[src/coh_pkg.sv]
package coh_pkg;

    parameter int addr_w = 32;
    parameter int id_w = 2;

    // receiver id 3 addresses every cache
    parameter logic [id_w-1:0] broadcast_id = 2'd3;

    // bit 2 set marks a request
    typedef enum logic [3:0] {
        wr_ack       = 4'b0000,
        rd_ack       = 4'b0010,
        rd_share_ack = 4'b0011,
        wr_req       = 4'b0100,
        rd_req       = 4'b0101
    } msg_op_e;

    typedef enum logic [2:0] {
        acc_lookup     = 3'b000,
        acc_downgrade  = 3'b001,
        acc_invalidate = 3'b011
    } acc_cmd_e;

    typedef logic [2:0] acc_status_t; // 0 is a miss, anything else a hit

    typedef struct packed {
        msg_op_e             op;
        logic [id_w-1:0]     ta;   // transmitter
        logic [id_w-1:0]     ra;   // receiver
        logic [addr_w-1:0]   addr;
    } coh_msg_t;

    parameter int msg_w = $bits(coh_msg_t);

endpackage

[src/coh_sync_fifo.sv]
`timescale 1ns/1ps

module coh_sync_fifo #(
    parameter int depth = 4
) (
    input  logic             clk,
    input  logic             rst_n,
    input  logic             push,
    input  logic             pop,
    input  coh_pkg::coh_msg_t wdata,
    output coh_pkg::coh_msg_t rdata,
    output logic             full,
    output logic             empty
);

    localparam int aw = (depth > 1) ? $clog2(depth) : 1;
    localparam int cw = $clog2(depth + 1);

    coh_pkg::coh_msg_t mem [depth];

    logic [aw-1:0] wr_ptr;
    logic [aw-1:0] rd_ptr;
    logic [cw-1:0] count;
    logic          push_ok;
    logic          pop_ok;

    assign full    = (count == cw'(depth));
    assign empty   = (count == '0);
    assign push_ok = push && !full;  // push into a full queue is lost
    assign pop_ok  = pop && !empty;
    assign rdata   = mem[rd_ptr];

    always_ff @(posedge clk) begin
        if (push_ok) begin
            mem[wr_ptr] <= wdata;
        end
    end

    always_ff @(posedge clk or negedge rst_n) begin
        if (!rst_n) begin
            wr_ptr <= '0;
            rd_ptr <= '0;
            count  <= '0;
        end else begin
            if (push_ok) begin
                wr_ptr <= (wr_ptr == aw'(depth - 1)) ? '0 : wr_ptr + 1'b1;
            end
            if (pop_ok) begin
                rd_ptr <= (rd_ptr == aw'(depth - 1)) ? '0 : rd_ptr + 1'b1;
            end
            count <= count + cw'(push_ok) - cw'(pop_ok);
        end
    end

endmodule

[src/coh_snoop_responder.sv]
`timescale 1ns/1ps

module coh_snoop_responder #(
    parameter int cache_id  = 0,
    parameter int cache_num = 2
) (
    input  logic                       clk,
    input  logic                       rst_n,
    input  logic                       msg_in_valid,
    input  coh_pkg::coh_msg_t          msg_in,
    output logic                       acc_req,
    output coh_pkg::acc_cmd_e          acc_cmd,
    output logic [coh_pkg::addr_w-1:0] acc_index,
    input  logic                       acc_gnt,
    input  coh_pkg::acc_status_t       acc_status,
    output logic                       bus_req,
    input  logic                       bus_gnt,
    output coh_pkg::coh_msg_t          bus_msg
);

    typedef enum logic [1:0] {S_IDLE, S_LOOKUP, S_UPDATE, S_REPLY} state_e;

    state_e            state;
    state_e            state_nxt;
    coh_pkg::coh_msg_t head;
    logic              push;
    logic              pop;
    logic              full;
    logic              empty;
    logic              hit_q;
    logic              head_wr;

    // requests from the other caches only
    assign push = msg_in_valid && msg_in.op[2] && (msg_in.ta != coh_pkg::id_w'(cache_id)) && !full;
    assign pop  = (state == S_REPLY) && bus_gnt;

    coh_sync_fifo #(.depth(2 * cache_num)) u_snoop_fifo (
        .clk   (clk),
        .rst_n (rst_n),
        .push  (push),
        .pop   (pop),
        .wdata (msg_in),
        .rdata (head),
        .full  (full),
        .empty (empty)
    );

    assign head_wr = (head.op == coh_pkg::wr_req);

    always_comb begin
        state_nxt = state;
        case (state)
            S_IDLE:   if (!empty) state_nxt = S_LOOKUP;
            S_LOOKUP: if (acc_gnt) state_nxt = (acc_status != '0) ? S_UPDATE : S_REPLY;
            S_UPDATE: if (acc_gnt) state_nxt = S_REPLY;
            S_REPLY:  if (bus_gnt) state_nxt = S_IDLE;
            default:  state_nxt = S_IDLE;
        endcase
    end

    always_ff @(posedge clk or negedge rst_n) begin
        if (!rst_n) begin
            state <= S_IDLE;
            hit_q <= 1'b0;
        end else begin
            state <= state_nxt;
            if (state == S_LOOKUP && acc_gnt) begin
                hit_q <= (acc_status != '0); // dirty counts as plain hit
            end
        end
    end

    assign acc_req   = (state == S_LOOKUP) || (state == S_UPDATE);
    assign acc_index = head.addr;

    always_comb begin
        acc_cmd = coh_pkg::acc_lookup;
        if (state == S_UPDATE) begin
            acc_cmd = head_wr ? coh_pkg::acc_invalidate : coh_pkg::acc_downgrade;
        end
    end

    assign bus_req = (state == S_REPLY);

    always_comb begin
        if (head_wr) begin
            bus_msg.op = coh_pkg::wr_ack;
        end else begin
            bus_msg.op = hit_q ? coh_pkg::rd_share_ack : coh_pkg::rd_ack;
        end
        bus_msg.ta   = coh_pkg::id_w'(cache_id);
        bus_msg.ra   = head.ta;          // back to the requester
        bus_msg.addr = head.addr;
    end

endmodule

[config.mk]
export PLATFORM = sky130hd
export DESIGN_NAME = coh_snoop_responder
export DESIGN_NICKNAME = d
export VERILOG_FILES = /design/src/coh_pkg.sv /design/src/coh_sync_fifo.sv /design/src/coh_snoop_responder.sv
export SDC_FILE = /design/constraint.sdc
export NUM_CORES = 1
export LEC_CHECK = 0
export BUFFER_PORTS_ARGS = -buffer_cell sky130_fd_sc_hd__buf_2
export CAP_MARGIN = 30
export CORE_UTILIZATION = 55
export CTS_CLUSTER_SIZE = 14
export DETAILED_ROUTE_END_ITERATION = 8
export GPL_TIMING_DRIVEN = 0
export PLACE_DENSITY = 0.8
export SLEW_MARGIN = 10
export SYNTH_ARGS = -nofsm -noshare
export SYNTH_HDL_FRONTEND = slang
export SYNTH_SLANG_ARGS = --single-unit
[constraint.sdc]
create_clock -name clk -period 3.2 [get_ports clk]
set_input_delay 0.48 -clock clk [delete_from_list [all_inputs] [get_ports clk]]
set_output_delay 0.48 -clock clk [all_outputs]
set_load 0.01 [all_outputs]
==> results.md, run 1 <==
- Status: finished clean
- Post-CTS sizing: 0
- Area post-placement: ~0.0073 mm^2
- Biggest area consumer among synthesized cells: edfxtp_1
- R2R cell count: 9
- Max Freq: slightly below 400 MHz
- Row count: 39
- Crit path depth: 5
- First-pass GRT wire length: 16,500 um
- Synth top area cells: edfxtp_1, mux4_2, buf_4
- Initial antenna violation count: 0
- Max-cap violations: 0
- Worst-margin pin slew: approximately 0.67 ns
- TritonCTS clock tree: done
- Die height: 110 um
- Fin. max-slew vios: 0
- Vias/cell: 5.41
- Area growth syn-to-layout: 22.9%
- CP max stage delay: 0.40 ns
- Unrepaired setup endpoints after global routing: no
- Post-synthesis register bit count: around 160
- WP data required: 2.72 ns
- Input/output buffers: 117
- Avg Cell Area, Syn: 20.9 um^2
- GR Util All Layers: 0.196
- Die Footprint: roughly 0.012 mm^2
- Gr busiest metal: met2
- Clk buf depth: 2
- Routed len/inst: 18.0 um
- Pleak: around 0.0030 uW
- GR Util met3: 0.0777
- Ports: approximately 130
- Slew margin rel.: 0.550
- Hold_ws: 0.278 ns
- CTS H-tree depth: 4
- Yosys warning count: 0
- CP delay by family, top: buffers and inverters
- Slowest stage cell, crit path: mux4_2
- Post-Route Setup TNS: 0 ns
- Fill cells: just over 700
- VDD IR-drop max: 0.481 mV
- Post-synth top area share: 0.712
- # clock sinks: between 150 and 200
- Cell Pwr Density: 879 mW/mm^2
- Core Box Area: 0.0114 mm^2
- DR pass1 iterations: 4
- Hold WC Path Type: in2reg
- Synth Instances: between 300 and 400
- Met2 usage: 0.318
- Crit Path Class: reg2out
- Largest net degree at the start of global routing: 27
- Critical Path Start Type: flop
- Total CTS buffers: 17
- CP most frequent cell: buf_2
- Tot Pwr: just under 7000 uW
- Drt first-iter violations: 165
- Routed Antenna Nets: 0
- Arrival time worst endpoint: just over 2 ns
- Worst path bufs/invs: 4
- Final Hold Violating Endpoints: 0
- Vias in the first global route: between 3,000 and 4,000
- Clock Skew: 0.00594 ns
- Crit path cell chain: buf_2 > buf_2 > mux4_2 > buf_4 > buf_2
- Post-DP HPWL: around 7100 um
- Period utilization: 0.798
- Reg clk slew, reported paths: roughly 0.060 ns
- # DRC: 0
- Hold Path Depth: 1
- Layout cell share with drive strength beyond 1: 0.509
- Sequential element share of the synthesized area: 0.752
- WL final: 10,900 um
- Critical Path Sink Type: primary output
- Final-report setup violation count: 0
- Clk root buf: clkbuf_16
- Via Count: 3,282
- Final Instance Area: 0.00787 mm^2
- Netlist Area Pre-Place: approximately 0.0064 mm^2
- Total inserted antenna cells: 0
- Initial core utilization: 0.563
- Gr ovfl total: 0
- Tmin final: 2.55 ns
- GPL Wtd Cong: between 0.7 and 0.8
- Die X-Extent: 110 um
- Layout Nets: between 500 and 600
- Yosys cell types: 35
- # Post-CTS Setup Buffers: 0
- CP max FO: 10
- Latest clock arrival within the worst-skew pair: 0.41 ns
- Met1 usage: 0.241
[flip-flops by register name, indices dropped and copies added (netlist names)]
signal / cells
state: 2
hit_q: 1
u_snoop_fifo.mem: 152
u_snoop_fifo.rd_ptr: 2
u_snoop_fifo.wr_ptr: 2
u_snoop_fifo.count: 3
[worst paths after layout]
kind                                   startpoint                       to  slack, ns
setup / recovery           u_snoop_fifo.rd_ptr[1]              bus_msg[28]       0.65
hold / removal                         msg_in[18]  u_snoop_fifo.mem[3][18]       0.28
setup reg to reg            u_snoop_fifo.count[2]    u_snoop_fifo.count[2]       0.86
hold reg to reg             u_snoop_fifo.count[2]    u_snoop_fifo.count[2]       0.51
max in group asynchronous                   rst_n    u_snoop_fifo.count[1]       2.56
min in group asynchronous                   rst_n                    hit_q       0.45
[per-stage QoR]
step / instances / util / setup WS [ns]
finish: 607 / 0.692 / 0.647
global route: 607 / 0.692 / 0.530
CTS: 607 / 0.692 / 0.606
detailed placement: 574 / 0.639 / 0.837
global placement: 570 / 0.632 / -0.0654
floorplan: 310 / - / 0.866
[cells in the final DEF (no fill, tap or decap), drive strengths merged]
master	count
nand2b	1
edfxtp	152
ha	12
a31oi	2
clkinvlp	2
nor4b	2
fa	1
mux2	2
nand3	1
a2111oi	1
nand4	1
xnor2	1
o221ai	1
o21bai	1
or3	1
nor4bb	1
nor3	2
dfrtp	10
dlygate4sd3	1
a21oi	2
mux4	34
o211ai	1
buf	166
and2	5
nand2	2
nor2	3
o21ai	2
bufinv	3
nand3b	4
nor4	1
clkbuf	22
a21o	1
clkinv	5
conb	5
xor2	1
inv	12
[routing by layer]
layer / part of all wire / routed length (um) / up-vias
met5: 0 / 0 / -
met4: 0.0068 / 74 / 0
met3: 0.074 / 802 / 7
met2: 0.52 / 5630 / 136
met1: 0.40 / 4390 / 1672
li1: - / - / 1467
[timing repair]
| action | in CTS | in global routing |
|---|---|---|
| hold buffers | 1 | 0 |
| hold endpoints to repair | 10 | 0 |
| setup endpoints to repair | 0 | 0 |
[area by class of cell]
class	instances	area [um^2]	share of cell area
Buffer	45	329	0.0418
Clock buffer	22	454	0.0577
Clock inverter	10	138	0.0175
Inverter	12	45.0	0.00572
Multi-Input combinational cell	91	1240	0.157
Sequential cell	162	4810	0.612
Tap cell	143	179	0.0227
Timing Repair Buffer	122	676	0.0858
[worst reg2reg max path, delay by kind of cell, from the launching register on]
kind	cells	cell delay, ns
AND/OR/NAND/NOR	2	0.59
buffers and inverters	2	0.11
adder cells (fa/ha/maj)	3	0.84
XOR/XNOR	2	0.29
flip-flops	1	0.40
[synthesized netlist by cell type (all sizes together)]
cell type / n
nand2: 2
inv: 12
nor3: 2
buf: 45
xor2: 1
o211ai: 1
nand4: 1
fa: 1
o21ai: 2
xnor2: 1
nor4bb: 1
and2: 5
nor4b: 2
o21bai: 1
conb: 1
or3: 1
a31oi: 2
dfrtp: 10
a2111oi: 1
nor4: 1
nand3: 1
a21o: 1
nand2b: 1
ha: 12
a21oi: 2
mux4: 34
nor2: 3
nand3b: 4
o221ai: 1
mux2: 2
edfxtp: 152
[where the power goes]
group / switching (uW) / internal, uW
combinational: 1110 / 1170
sequential: 92.1 / 2550
clock: 757 / 1250
[logic make-up after synthesis]
group	share of synthesized area
AO/OA/AOI/OAI	0.0123
XOR/XNOR	0.00273
adder cells (fa/ha/maj)	0.0266
buffers and inverters	0.0584
flip-flops	0.752
multiplexers	0.123
other	0.000585
AND/OR/NAND/NOR	0.0248
No activity file was read; power rests on OpenSTA's default activity.
==> run 2, diff against run 1 <==
Settings changed: CORE_UTILIZATION 55 to 49, PLACE_DENSITY 0.8 to 0.75.
Clock period 3.2 ns to 2.09 ns, I/O delays scaled along.
==> run 2 against run 1 <==
Compared with the run above: the run now ends with negative setup slack left; clock skew is 0.0012 ns higher; non-clock buffer count is 5 higher; global-route usage is 2.5 points lower; via count is 2.4% lower; critical path depth is 1 lower; combinational power is 66% higher; sequential power is 53% higher; worst setup slack worse by 0.78 ns; flip-flop and latch count stayed put; total power is 58% higher; final cell count is 5.4% higher; first-iteration DRC count is 39% higher; critical endpoint is now bus_msg[16]; largest power group unchanged.
==> results.md, run 2 (synthesis results as in run 1) <==
- Status: complete, but fails checks
- Violated checks: negative setup slack
- Unrepaired setup endpoints after global routing: yes
- # DRC: 0 (unchanged)
- Die Footprint: 0.0135 mm^2 (+12%)
- WP data required: 1.78 ns (-0.94 ns)
- GPL Wtd Cong: 0.749 (+0.63%)
- Pleak: 0.00303 uW (+2.2%)
- Layout cell share with drive strength beyond 1: 0.536 (+0.0277)
- Largest net degree at the start of global routing: 30 (+11%)
- Reg power frac: 0.370 (-0.012)
- Vias in the first global route: 3,219 (-0.62%)
- DR pass1 iterations: 4 (unchanged)
- Latest clock arrival within the worst-skew pair: 0.42 ns (about the same)
- Routed len/inst: 17.0 um (-5.3%)
- TritonCTS clock tree: done
- # clock sinks: 162 (unchanged)
- Initial antenna violation count: 0 (unchanged)
- Final Instance Area: 0.00811 mm^2 (+3.1%)
- Crit Path Class: reg2out
- VDD IR-drop max: 0.568 mV (+18%)
- Commonest non-fill, non-tap cell in the layout: edfxtp_1
- Clk root buf: clkbuf_16
- GR Util All Layers: 0.171 (-0.0254)
- Total CTS buffers: 17 (unchanged)
- Gr ovfl total: 0 (unchanged)
- Core Box Area: 0.0127 mm^2 (+11%)
- Cell Pwr Density: 1350 mW/mm^2 (+54%)
- Tmin final: 2.22 ns
- Die X-Extent: 116 um (+5.8%)
- Fill cells: 881 (+23%)
- Final-report setup violation count: 44 (+44)
- Vias/cell: 5.01 (-7.4%)
- Hold_ws: 0.109 ns (-0.169 ns)
- Top flop regs: u_snoop_fifo.mem (152), u_snoop_fifo.count (3)
- Max-cap violations: 0 (unchanged)
- Routed Antenna Nets: 0 (unchanged)
- Drt first-iter violations: 230 (+39%)
- Clk buf depth: 2 (unchanged)
- Sw frac: 0.282 (-0.000893)
- Place WS: -0.261 ns (-1.10 ns)
- Critical Path Start Type: flop
- Clock share of power: 0.284 (-0.005)
- Final Hold Violating Endpoints: 0 (unchanged)
- Ports: 125 (unchanged)
- Logic pwr share: 0.346 (+0.017)
- CP max FO: 10 (unchanged)
- Net Sw Power: 3090 uW (+58%)
- Layout Nets: 517 (+0.98%)
- CTS H-tree depth: 4 (unchanged)
- Post-DP HPWL: 7020 um (-1.2%)
- WL final: 10,900 um (-0.17%)
- Row count: 41 (+5.1%)
- Max Freq: 450 MHz
- Most frequent cells in the layout: edfxtp_1, buf_2, buf_4, mux4_2, clkbuf_16
- Die height: 116 um (+5.8%)
- Period utilization: 1.06
- Fin worst setup slack: -0.133 ns (-0.780 ns)
- Via Count: 3,204 (-2.4%)
- Area growth syn-to-layout: 26.7%
- Fin. max-slew vios: 0 (unchanged)
- First-pass GRT wire length: 16,300 um (-1.2%)
- Post-Route Setup TNS: -3.49 ns (-3.49 ns)
- Total inserted antenna cells: 0 (unchanged)
- Initial core utilization: 0.506 (-0.0579)
- Area post-placement: 0.00733 mm^2 (+0.81%)
- Most flop-heavy register: u_snoop_fifo.mem
- Reg clk slew, reported paths: 0.06 ns (about the same)
- Input/output buffers: 117 (unchanged)
- Max reg flops: 152 (unchanged)
- Hold WC Path Type: in2reg
- Cell-internal power: 7870 uW (+59%)
- Critical Path Sink Type: primary output
- Clock Skew: 0.00713 ns (+0.00118 ns)
- Arrival time worst endpoint: 1.91 ns (-0.16 ns)
run 2: final cells by class:
class	instances	area [um^2]	share of cell area
well taps	172	215	0.0265
plain buffers	45	380	0.0469
repair buffers	127	733	0.0904
multi-input cells	91	1330	0.163
inverters	12	47.5	0.00586
clock inverters	14	169	0.0208
flip-flops and latches	162	4820	0.594
clock buffers	17	425	0.0524
run 2: timing repair:
item / 4_1_cts / 5_1_grt
pin swaps: 4 / 4
setup buffers: 4 / 1
endpoints found under the hold margin: 10 / 0
setup endpoints to repair: 155 / 112
resized for setup: 26 / 8
hold buffers: 1 / 0
run 2: per-stage QoR:
stage          utilization  total power (uW)  instances
4_1_cts              0.637             11000        639
6_report             0.640             11000        640
5_1_grt              0.640             11600        640
3_3_place_gp         0.572              7550        599
3_5_place_dp         0.578              7670        603
2_1_floorplan            -              6500        310
run 2: power by group through the flow:
stage                     Combinational, uW  Clock (uW)  Sequential (uW)
after floorplan                        2440           0             4060
after global placement                 3460           0             4090
after detailed placement               3560           0             4110
after CTS                              3770        3170             4060
after global routing                   4170        3290             4090
final                                  3790        3110             4050
run 2: critical path, stage by stage, from the launching register on:
cell     delay, ns
dfrtp_2       0.46
buf_6         0.21
mux4_2        0.55
buf_4         0.15
buf_2         0.12
run 2: final timing paths:
kind                                                end  cells after the start                    from  slack (ns)
worst min register to register                    hit_q                      2                   hit_q        0.57
worst max register to register    u_snoop_fifo.count[2]                      9   u_snoop_fifo.count[0]        0.03
max in group asynchronous        u_snoop_fifo.rd_ptr[1]                      2                   rst_n        1.56
worst min-delay path            u_snoop_fifo.mem[1][11]                      1              msg_in[11]        0.11
worst max-delay path                        bus_msg[16]                      4  u_snoop_fifo.rd_ptr[0]       -0.13
min in group asynchronous         u_snoop_fifo.count[0]                      2                   rst_n        0.30
run 2: per-layer routing:
metal  up-vias  track usage  share of wire
li1       1477            -              -
met1      1605        0.202           0.41
met2       106        0.288           0.51
met3        16       0.0592          0.061
met4         0       0.0667          0.015
met5         -            0              0
