File: src/coh_pkg.sv
package coh_pkg;

    parameter int addr_w = 32;
    parameter int id_w = 2;

    // receiver id 3 addresses every cache
    parameter logic [id_w-1:0] broadcast_id = 2'd3;

    // bit 2 set marks a request
    typedef enum logic [3:0] {
        wr_ack       = 4'b0000,
        rd_ack       = 4'b0010,
        rd_share_ack = 4'b0011,
        wr_req       = 4'b0100,
        rd_req       = 4'b0101
    } msg_op_e;

    typedef enum logic [2:0] {
        acc_lookup     = 3'b000,
        acc_downgrade  = 3'b001,
        acc_invalidate = 3'b011
    } acc_cmd_e;

    typedef logic [2:0] acc_status_t; // 0 is a miss, anything else a hit

    typedef struct packed {
        msg_op_e             op;
        logic [id_w-1:0]     ta;   // transmitter
        logic [id_w-1:0]     ra;   // receiver
        logic [addr_w-1:0]   addr;
    } coh_msg_t;

    parameter int msg_w = $bits(coh_msg_t);

endpackage

File: src/coh_rr_arbiter.sv
`timescale 1ns/1ps

module coh_rr_arbiter #(
    parameter int n_req = 2
) (
    input  logic             clk,
    input  logic             rst_n,
    input  logic [n_req-1:0] req,
    input  logic             advance,
    output logic [n_req-1:0] gnt
);

    localparam int ptr_w = (n_req > 1) ? $clog2(n_req) : 1;

    logic [ptr_w-1:0] ptr;
    logic [ptr_w-1:0] gnt_idx;
    logic             found;

    // first requester at or after ptr
    always_comb begin
        int idx;
        gnt     = '0;
        gnt_idx = ptr;
        found   = 1'b0;
        for (int k = 0; k < n_req; k++) begin
            idx = (int'(ptr) + k) % n_req;
            if (!found && req[idx]) begin
                found        = 1'b1;
                gnt[idx]     = 1'b1;
                gnt_idx      = ptr_w'(idx);
            end
        end
    end

    always_ff @(posedge clk or negedge rst_n) begin
        if (!rst_n) begin
            ptr <= '0;
        end else if (advance && found) begin
            ptr <= (gnt_idx == ptr_w'(n_req - 1)) ? '0 : gnt_idx + 1'b1; // move past winner
        end
    end

endmodule

File: src/coh_bus_arbiter.sv
`timescale 1ns/1ps

module coh_bus_arbiter (
    input  logic              clk,
    input  logic              rst_n,
    input  logic              req_wr,
    input  logic              req_rd,
    input  logic              req_snp,
    input  coh_pkg::coh_msg_t msg_wr,
    input  coh_pkg::coh_msg_t msg_rd,
    input  coh_pkg::coh_msg_t msg_snp,
    output logic              gnt_wr,
    output logic              gnt_rd,
    output logic              gnt_snp,
    output logic              bus_req,
    output coh_pkg::coh_msg_t bus_msg,
    input  logic              bus_gnt
);

    logic [2:0] req;
    logic [2:0] arb_req;
    logic [2:0] sel;
    logic [2:0] sel_q;
    logic       locked;

    assign req     = {req_snp, req_rd, req_wr};
    assign arb_req = locked ? sel_q : req;  // keep the winner until the bus takes it
    assign bus_req = |req;

    coh_rr_arbiter #(.n_req(3)) u_bus_arb (
        .clk     (clk),
        .rst_n   (rst_n),
        .req     (arb_req),
        .advance (bus_gnt),
        .gnt     (sel)
    );

    always_ff @(posedge clk or negedge rst_n) begin
        if (!rst_n) begin
            locked <= 1'b0;
            sel_q  <= '0;
        end else begin
            locked <= bus_req && !bus_gnt;
            sel_q  <= sel;
        end
    end

    assign gnt_wr  = sel[0] && bus_gnt;
    assign gnt_rd  = sel[1] && bus_gnt;
    assign gnt_snp = sel[2] && bus_gnt;

    always_comb begin
        case (sel)
            3'b001:  bus_msg = msg_wr;
            3'b010:  bus_msg = msg_rd;
            3'b100:  bus_msg = msg_snp;
            default: bus_msg = '0;
        endcase
    end

endmodule

File: config.mk
export PLATFORM = sky130hd
export DESIGN_NAME = coh_bus_arbiter
export DESIGN_NICKNAME = d
export VERILOG_FILES = /design/src/coh_pkg.sv /design/src/coh_rr_arbiter.sv /design/src/coh_bus_arbiter.sv
export SDC_FILE = /design/constraint.sdc
export NUM_CORES = 1
export LEC_CHECK = 0
export ABC_AREA = 1
export BUFFER_PORTS_ARGS = -buffer_cell sky130_fd_sc_hd__buf_2
export CAP_MARGIN = 30
export CORE_UTILIZATION = 40
export DETAILED_ROUTE_END_ITERATION = 10
export MAX_ROUTING_LAYER = met4
export PLACE_DENSITY = 0.92
export REMOVE_ABC_BUFFERS = 1
export SLEW_MARGIN = 20
export SYNTH_ARGS = -nofsm -noshare
export SYNTH_HDL_FRONTEND = slang
export SYNTH_SLANG_ARGS = --single-unit
File: constraint.sdc
create_clock -name clk -period 5.75 [get_ports clk]
set_input_delay 0.8625 -clock clk [delete_from_list [all_inputs] [get_ports clk]]
set_output_delay 0.8625 -clock clk [all_outputs]
set_load 0.005 [all_outputs]
==> results of run 1 <==
==> cells by family after synthesis <==
logic type      Yosys count
simple gates            222
buf+inv                  54
flops                     6
compound gates           10
fa+ha+maj                 4
==> layout by cell type, fill, tap and decap left out, types with 3 or more instances in the layout <==
master and instances:
buf_2 169, nand3_1 90, nand4_1 82, nand2_1 32, inv_1 15, inv_2 7
dfrtp_1 6, nor2_1 5, nand3_2 4, ha_1 4, nor2_4 3, clkbuf_8 3
buf_4 3
==> flip-flops by register name, indices dropped and copies added, names as in the netlist <==
| name | count |
|---|---|
| u_bus_arb.ptr | 2 |
| locked | 1 |
| sel_q | 3 |
==> cell type report <==
class                   count  area [sq um]  area share
repair buffers            173           888       0.343
clock buffers               3          41.3      0.0159
inverters                  22          82.6      0.0319
flip-flops and latches      6           150      0.0580
multi-input cells         236          1360       0.527
well taps                  50          62.6      0.0242
==> per-layer routing <==
layer	global-route usage	vias to the layer above	routed length (microns)
li1	-	1405	-
met3	0.0247	2	518
met1	0.301	1275	2770
met4	0.0417	0	11
met2	0.475	147	3480
met5	-	-	0
==> worst paths after layout <==
kind | to | slack (ns) | cells past startpoint
worst max-delay path | bus_msg[35] | 1.72 | 13
worst max register to register | sel_q[0]$_DFF_PN0_ | 3.36 | 9
worst min-delay path | sel_q[0]$_DFF_PN0_ | 0.46 | 1
worst min register to register | u_bus_arb.ptr[1]$_DFFE_PN0P_ | 0.69 | 2
max in group asynchronous | sel_q[2]$_DFF_PN0_ | 5.15 | 1
min in group clk | u_bus_arb.ptr[1]$_DFFE_PN0P_ | 0.69 | 2
==> metrics by stage <==
step	power, mW	hold WS (ns)	utilization	setup WS [ns]
6_report	2.13	0.462	0.625	1.72
5_1_grt	2.39	0.464	0.625	1.41
4_1_cts	2.09	0.460	0.620	1.63
3_5_place_dp	2.03	0.687	0.610	1.75
3_3_place_gp	2.00	0.669	0.610	1.83
2_1_floorplan	1.32	0.567	-	2.15
==> power groups by stage <==
stage	combinational [mW]	clock, mW	sequential, mW
2_1_floorplan	1.25	0	0.0679
6_report	2.00	0.0606	0.0695
4_1_cts	1.96	0.0627	0.0697
5_1_grt	2.25	0.0658	0.0713
3_5_place_dp	1.96	0	0.0702
3_3_place_gp	1.93	0	0.0695
==> cells in the mapped netlist, types with 3 or more instances <==
cell	number	area, sq um
buf_2	24	120
buf_4	8	60.1
dfrtp_1	6	150
ha_1	4	50.1
inv_1	15	56.3
inv_2	7	26.3
nand2_1	32	120
nand3_1	90	450
nand3_2	4	40.0
nand4_1	82	513
nor2_1	5	18.8
nor2_4	3	33.8
==> out/qor.csv, run 1 <==
metric;value;unit
setup TNS;0;ns
fill cell count;397;
gpl congestion;0.895;
WP buf/inv;4;
CP Cell Sequence;inv_1 -> ha_1 -> inv_2 -> nand3_1 -> nand2_1 -> nand2_1 -> nor2_2 -> a21oi_1 -> nand2_1 -> buf_4 -> nand4_1 -> nand3_1 -> buf_2;
Clock Tree Buf Depth;2;
DR WL/cell;13.8;microns
post_cts resized;0;
kind of critical path;reg -> out;
share of cells above drive strength 1;0.452;
internal power;0.810;mW
die area;4710;sq um
Placeable Area;4140;sq um
Critical Path AT;3.17;ns
Synth Area in XOR/XNOR;0;
fin area;2590;sq um
Post-Place Cells;486;
max cap viols;0;
Final period util;0.701;
P&R area growth vs syn;45.7;%
Fin. Hold Viols;0;
Async SR Flop Fraction;1.00;
total gr overflow;0;
sw frac;0.620;
CP Launch Type;flip-flop;
Least-Margin Pin Slew;0.756;ns
multiplexer share of the synthesized area;0;
I/O pins;170;
initial antenna violation count;0;
Ant. Diodes;0;
Yosys warning total;0;
Leak;1.48;nW
Rel. slew slack;0.495;
pwr/cell area;822;nW/um^2
Root Buffer;clkbuf_8;
Chip Width;68.6;microns
# rows;23;
NetSw;1.32;mW
crit path max-delay cell type;nand2_1;
outcome;completed;
H-tree Lvls;1;
final cell count without fillers;490;
DRT antenna net count;0;
Avg Cell Area, Syn;6.00;sq um
EDFF count, synth;0;
Post-Synthesis Cells;296;
clock net sink count;6;
HP Class;in -> async;
Crit. End Element;output pin;
post-synthesis register bit count;6;
area share of and/or/nand/nor cells after synthesis;0.704;
Post-Synth Adder-Cell Area;0.0282;
DR iter-0 viols;195;
DP HPWL;4950;microns
VDD IR max;0.584;mV
Final setup viols;0;
global-route wire length before repair;9390;microns
Inserted Clock Buffers;3;
DRT Pass-1 Iters;5;
Crit path required time;4.89;ns
Post-Syn Area;1780;sq um
CTS tree;built;
NumNets Final;572;
Final Max Slew Viols;0;
CP max FO;21;
number of global-route vias before repair;2271;
fmax;0.248;GHz
final wirelength;6780;microns
Die Y;68.6;microns
hold_buf cts;0;
total routing usage reported by global routing;0.257;
delay-heaviest family, CP;simple AND/OR/NAND/NOR gates;
Top FF cell, synth;dfrtp_1;
Area after DPL;2530;sq um
via count;2829;
Reg power frac;0.033;
distinct cell type count after synthesis;21;
largest family of logic cells by synthesized area;simple AND/OR/NAND/NOR gates;
Critical Path Start;u_bus_arb.ptr[0]$_DFFE_PN0P_;
Largest stage delay, worst path;0.57;ns
combinational power share;0.939;
Port Buf Inserts;169;
later-pin clock latency in the skew report;0.22;ns
min cycle time layout;4.03;ns
Clk pwr share;0.028;
register area share after synthesis;0.0845;
unrepaired setup endpoints after global routing;no;
drt via density;5.77;
largest net degree at the start of global routing;83;
initial core utilization;0.429;
most frequent cell on the critical path;nand2_1;
reg2reg start;u_bus_arb.ptr[0]$_DFFE_PN0P_;
setup bufs post-CTS;0;
Synth Area in Compound Gates;0.0352;
clk slew on worst S/H paths;0.04;ns
Worst Skew;0.00208;ns
remaining routing DRC violations;0;
Note: power is estimated with default switching activity, not from simulation.
==> run 2, diff against run 1 <==
--- a/config.mk
+++ b/config.mk
@@ -8,10 +8,10 @@
 export ABC_AREA = 1
 export BUFFER_PORTS_ARGS = -buffer_cell sky130_fd_sc_hd__buf_2
 export CAP_MARGIN = 30
-export CORE_UTILIZATION = 40
+export CORE_UTILIZATION = 38
 export DETAILED_ROUTE_END_ITERATION = 10
 export MAX_ROUTING_LAYER = met4
-export PLACE_DENSITY = 0.92
+export PLACE_DENSITY = 0.88
 export REMOVE_ABC_BUFFERS = 1
 export SLEW_MARGIN = 20
 export SYNTH_ARGS = -nofsm -noshare
==> constraint.sdc (replaced) <==
create_clock -name clk -period 4 [get_ports clk]
set_input_delay 0.6 -clock clk [delete_from_list [all_inputs] [get_ports clk]]
set_output_delay 0.6 -clock clk [all_outputs]
set_load 0.005 [all_outputs]
==> run 2 against run 1 <==
Clock power grew 44%. Setup slack lost 1.5 ns. Sequential share of layout area shrank 0.077 points. Via count shrank 0.64%. Utilization shrank 3.0 points. First-iteration DRC count shrank 22%. Cell count grew 0.61%. Critical endpoint is now bus_msg[8]. Clock skew shrank 0.00068 ns. Wire length shrank 0.66%.
==> out/qor.csv, run 2 (synthesis gave the netlist of run 1 again) <==
metric;value;unit
Inserted Clock Buffers;3;
Chip Width;70.4;microns
CP Launch Type;flip-flop;
largest net degree at the start of global routing;65;
Root Buffer;clkbuf_8;
DRT Pass-1 Iters;4;
CTS tree;built;
WP buf/inv;4;
fmax;0.267;GHz
HP Class;in -> async;
Crit path required time;3.40;ns
fin area;2620;sq um
Crit. End Element;output pin;
remaining routing DRC violations;0;
unrepaired setup endpoints after global routing;no;
Worst Skew;0.00139;ns
pwr/cell area;1210;nW/um^2
global-route wire length before repair;10600;microns
final wirelength;6740;microns
DR iter-0 viols;153;
Fin. Hold Viols;0;
P&R area growth vs syn;47.7;%
Largest register FFs;3;
NumNets Final;573;
kind of critical path;reg -> out;
Post-Place Cells;490;
Clock Tree Buf Depth;2;
final cell count without fillers;493;
Clk pwr share;0.028;
Top Registers;sel_q x3, u_bus_arb.ptr x2, locked x1;
Area after DPL;2580;sq um
sw frac;0.608;
via count;2811;
NetSw;1.93;mW
CP max FO;61;
I/O pins;170;
clock net sink count;6;
internal power;1.24;mW
Least-Margin Pin Slew;0.778;ns
Largest stage delay, worst path;0.62;ns
Final Max Slew Viols;0;
commonest non-fill, non-tap cell in the layout;buf_2;
DRT antenna net count;0;
post_cts resized;0;
Leak;1.49;nW
Reg with most FFs;sel_q;
crit path max-delay cell type;nor2_8;
initial core utilization;0.402;
initial antenna violation count;0;
Rel. slew slack;0.481;
H-tree Lvls;1;
later-pin clock latency in the skew report;0.22;ns
hold_buf cts;0;
# rows;24;
setup bufs post-CTS;0;
combinational power share;0.941;
most frequent cell on the critical path;nand2_1;
VDD IR max;0.586;mV
gpl congestion;1.03;
Reg power frac;0.031;
share of cells above drive strength 1;0.454;
min cycle time layout;3.74;ns
die area;4950;sq um
clk slew on worst S/H paths;0.03;ns
Die Y;70.4;microns
number of global-route vias before repair;2459;
drt via density;5.70;
DP HPWL;5060;microns
DR WL/cell;13.7;microns
most frequent cells in the layout;buf_2 (169), nand3_1 (90), nand4_1 (82), nand2_1 (32), inv_1 (15);
delay-heaviest family, CP;simple AND/OR/NAND/NOR gates;
total gr overflow;0;
setup TNS;0;ns
Critical Path AT;3.14;ns
Final period util;0.935;
outcome;completed;
total routing usage reported by global routing;0.262;
Port Buf Inserts;169;
Placeable Area;4410;sq um
Final setup viols;0;
CP Cell Sequence;inv_1 -> ha_1 -> inv_2 -> nand3_1 -> nand2_1 -> nand2_1 -> nand4_1 -> nand2_1 -> nor2_8 -> buf_4 -> nand4_1 -> nand3_1 -> buf_2;
max cap viols;0;
Ant. Diodes;0;
==> run 2: changes by cell type in the layout (fill, tap and decap cells not counted) <==
| cell | before | now |
|---|---|---|
| buf_12 | 1 | 3 |
| buf_4 | 3 | 2 |
==> run 2: final cells by class <==
cell class / instances / area [sq um]
Tap cell: 52 / 65.1
Inverter: 22 / 82.6
Sequential cell: 6 / 150
Multi-Input combinational cell: 236 / 1360
Fill cell: 432 / 1790
Timing Repair Buffer: 174 / 921
Clock buffer: 3 / 41.3
==> run 2: final timing paths <==
path | endpoint | slack (ns) | cells after the start | start
min in group clk | locked$_DFF_PN0_ | 0.60 | 2 | bus_gnt
min reg2reg | u_bus_arb.ptr[1]$_DFFE_PN0P_ | 0.67 | 2 | u_bus_arb.ptr[1]$_DFFE_PN0P_
min | sel_q[1]$_DFF_PN0_ | 0.20 | 1 | rst_n
max in group asynchronous | sel_q[0]$_DFF_PN0_ | 3.67 | 1 | rst_n
max | bus_msg[8] | 0.26 | 13 | u_bus_arb.ptr[0]$_DFFE_PN0P_
max reg2reg | sel_q[2]$_DFF_PN0_ | 1.52 | 10 | u_bus_arb.ptr[0]$_DFFE_PN0P_
==> run 2: power groups by stage <==
stage / combinational, mW / sequential (mW) / clock [mW]
2_1_floorplan: 1.80 / 0.0975 / 0
3_3_place_gp: 2.93 / 0.0993 / 0
3_5_place_dp: 2.98 / 0.100 / 0
4_1_cts: 2.98 / 0.0996 / 0.0908
5_1_grt: 3.30 / 0.103 / 0.0939
6_report: 2.99 / 0.0997 / 0.0874
==> run 2: per-layer routing <==
metal,wire length [microns],up-vias,share of wire,GRT usage
li1,-,1400,-,-
met1,2750,1241,0.41,0.312
met2,3290,158,0.49,0.443
met3,596,12,0.088,0.0462
met4,99,0,0.015,0.0867
met5,0,-,0,-
==> run 2: stage by stage <==
| step | utilization | hold slack (ns) | setup WS (ns) | power, mW |
|---|---|---|---|---|
| finish | 0.594 | 0.196 | 0.261 | 3.18 |
| global route | 0.594 | 0.205 | 0.0140 | 3.49 |
| CTS | 0.594 | 0.194 | 0.311 | 3.17 |
| detailed placement | 0.585 | 0.427 | 0.557 | 3.08 |
| global placement | 0.585 | 0.426 | 0.637 | 3.03 |
| floorplan | - | 0.304 | 0.796 | 1.90 |
==> run 3, diff against run 2 <==
--- a/config.mk
+++ b/config.mk
@@ -5,13 +5,13 @@
 export SDC_FILE = /design/constraint.sdc
 export NUM_CORES = 1
 export LEC_CHECK = 0
-export ABC_AREA = 1
+export ABC_AREA = 0
 export BUFFER_PORTS_ARGS = -buffer_cell sky130_fd_sc_hd__buf_2
 export CAP_MARGIN = 30
-export CORE_UTILIZATION = 38
+export CORE_UTILIZATION = 40
 export DETAILED_ROUTE_END_ITERATION = 10
 export MAX_ROUTING_LAYER = met4
-export PLACE_DENSITY = 0.88
+export PLACE_DENSITY = 0.87
 export REMOVE_ABC_BUFFERS = 1
 export SLEW_MARGIN = 20
 export SYNTH_ARGS = -nofsm -noshare
==> run 3 against run 2 <==
Critical path depth fell by 3. Wire length increased by 11%. Register-to-register slack worse by 0.03 ns. Via count shrank 0.60%. Total power shrank 16%. Fmax up 0.69%. Sequential share of layout area is 0.64 points lower. Setup slack better by 0.026 ns. Worst hold slack worse by 0.0016 ns. Cell area increased by 12%. Critical path type unchanged. Largest cell class unchanged. Highest routed layer unchanged.
==> out/qor.csv, run 3 <==
metric;value;unit
Yosys warning total;0;
Leak;1.72;nW
fmax;0.269;GHz
Rel. slew slack;0.628;
Post-Syn Area;2080;sq um
Worst Hold Slack;0.194;ns
I/O pins;170;
register area share after synthesis;0.0722;
initial core utilization;0.429;
HP Class;in -> async;
Highest Signal Layer;met4;
drt via density;5.77;
total routing usage reported by global routing;0.264;
Die Y;74.1;microns
Crit. End Element;output pin;
P&R area growth vs syn;41.9;%
CP Launch Type;flip-flop;
Ant. Diodes;0;
synth cell count leaders;mux2i_1 (44), o21ai_0 (44), a22o_1 (43), nand3_1 (42), clkbuf_1 (21);
DR WL/cell;15.5;microns
commonest non-fill, non-tap cell in the layout;buf_2;
Top Registers;sel_q x3, u_bus_arb.ptr x2, locked x1;
# rows;25;
pwr/cell area;901;nW/um^2
Final Max Slew Viols;0;
clk slew on worst S/H paths;0.03;ns
reg2reg start;u_bus_arb.ptr[0]$_DFFE_PN0P_;
Root Buffer;clkbuf_8;
share of the synthesized area in the top cell type;0.212;
r2r setup slk;1.49;ns
Post-Place Cells;481;
reg2reg path depth;7;
DR iter-0 viols;145;
Post-Synthesis Cells;272;
met3 wire length;522;microns
CTS tree;built;
max cap viols;0;
unrepaired setup endpoints after global routing;no;
initial antenna violation count;0;
Crit path required time;3.40;ns
distinct cell type count after synthesis;39;
EDFF count, synth;0;
Fin. Hold Viols;0;
DRT Pass-1 Iters;5;
remaining routing DRC violations;0;
Reg with most FFs;sel_q;
via count;2794;
setup TNS;0;ns
total gr overflow;0;
Port Buf Inserts;169;
Chip Width;74.1;microns
clock net sink count;6;
share of cells above drive strength 1;0.463;
Final period util;0.928;
min cycle time layout;3.71;ns
Largest register FFs;3;
number of global-route vias before repair;2497;
H-tree Lvls;1;
VDD IR max;0.412;mV
post-synthesis register bit count;6;
Metal-1 WL;3050;microns
DRT antenna net count;0;
final cell count without fillers;484;
outcome;completed;
Inserted Clock Buffers;3;
global-route wire length before repair;11200;microns
later-pin clock latency in the skew report;0.22;ns
Worst Skew;0.00201;ns
kind of critical path;reg -> out;
NumNets Final;549;
Final setup viols;0;
Least-Margin Pin Slew;0.547;ns
Placeable Area;4850;sq um
Critical Path AT;3.11;ns
met2 wire length;3850;microns
gpl congestion;0.936;
hold_buf cts;0;
most frequent cells in the layout;buf_2 (169), mux2i_1 (44), o21ai_0 (44), a22o_1 (43), nand3_1 (42);
CP max FO;34;
largest net degree at the start of global routing;43;
Top FF cell, synth;dfrtp_1;
DP HPWL;5630;microns
ranking of synthesized cells by area;mux2i_1 (21%), a22o_1 (18%), o21ai_0 (11%);
reg2reg end;sel_q[1]$_DFF_PN0_;
die area;5490;sq um
final wirelength;7490;microns
Clock Tree Buf Depth;2;
top cell type by total area after synthesis;mux2i_1;
Avg Cell Area, Syn;7.65;sq um
Async SR Flop Fraction;1.00;
[run 3: cell types whose count changed in the layout (fill, tap and decap cells not counted), moves of 5 or more]
cell / delta
mux2i_1: +44
o21ai_0: +42
a22o_1: +43
nand3_1: -48
inv_2: -7
inv_1: -9
nand2_1: -30
nand4_1: -81
nor2b_1: +5
[run 3: per-layer routing]
layer	GRT usage	up-vias
met4	0.0684	0
met1	0.313	1288
met3	0.0285	8
met2	0.471	152
met5	-	-
li1	-	1346
[run 3: metrics by stage]
stage	total power, mW	utilization	instance area (sq um)	setup slack, ns
2_1_floorplan	1.73	-	1870	-0.944
3_3_place_gp	2.49	0.593	2880	0.422
3_5_place_dp	2.55	0.599	2900	0.522
4_1_cts	2.65	0.607	2950	0.277
5_1_grt	2.91	0.609	2950	0.0460
6_report	2.66	0.609	2950	0.286
[run 3: kinds of logic (layout without fill, tap and decap cells)]
logic type               after synthesis  in the layout  share of synthesized area
AO/OA/AOI/OAI                        103            103                      0.349
adder cells (fa/ha/maj)                4              4                     0.0241
flip-flops                             6              6                     0.0722
AND/OR/NAND/NOR                       67             67                      0.176
multiplexers                          51             51                      0.269
buffers and inverters                 41            186                      0.110
[run 3: worst max path at each step]
stage	end	slack, ns	depth (start not counted)	startpoint
after floorplan	bus_msg[0]	-0.94	8	u_bus_arb.ptr[0]$_DFFE_PN0P_
after global placement	bus_msg[5]	0.42	8	req_wr
after detailed placement	bus_msg[15]	0.52	10	u_bus_arb.ptr[0]$_DFFE_PN0P_
after CTS	bus_msg[15]	0.28	10	u_bus_arb.ptr[0]$_DFFE_PN0P_
after global routing	bus_msg[15]	0.05	10	u_bus_arb.ptr[0]$_DFFE_PN0P_
final	bus_msg[17]	0.29	10	u_bus_arb.ptr[0]$_DFFE_PN0P_
[run 3: area by class of cell]
class                      instances  area (sq um)
multi-input combinational        225          1720
timing repair buffer             177           938
fill                             432          1900
tap                               67          83.8
clock buffer                       3          41.3
inverter                           6          22.5
sequential                         6           150
[run 3: where the power goes]
part / total, mW / switching (mW) / internal [mW]
combinational: 2.47 / 1.27 / 1.19
sequential: 0.108 / 0.0242 / 0.0840
clock: 0.0871 / 0.0228 / 0.0643
[run 3: worst max-delay path, stage by stage, from the launching register on]
cell and delay [ns]:
dfrtp_1 0.42, inv_1 0.10, ha_1 0.37, nor2b_1 0.44, a22o_1 0.31, o21ai_1 0.09
o21a_1 0.16, nor3b_4 0.44, buf_12 0.25, a22o_1 0.18, buf_2 0.11
[run 3: repair_timing]
item | in CTS | in global routing
endpoints found under the setup margin | 0 | 2
setup buffers | 0 | 0
resized for setup | 0 | 1
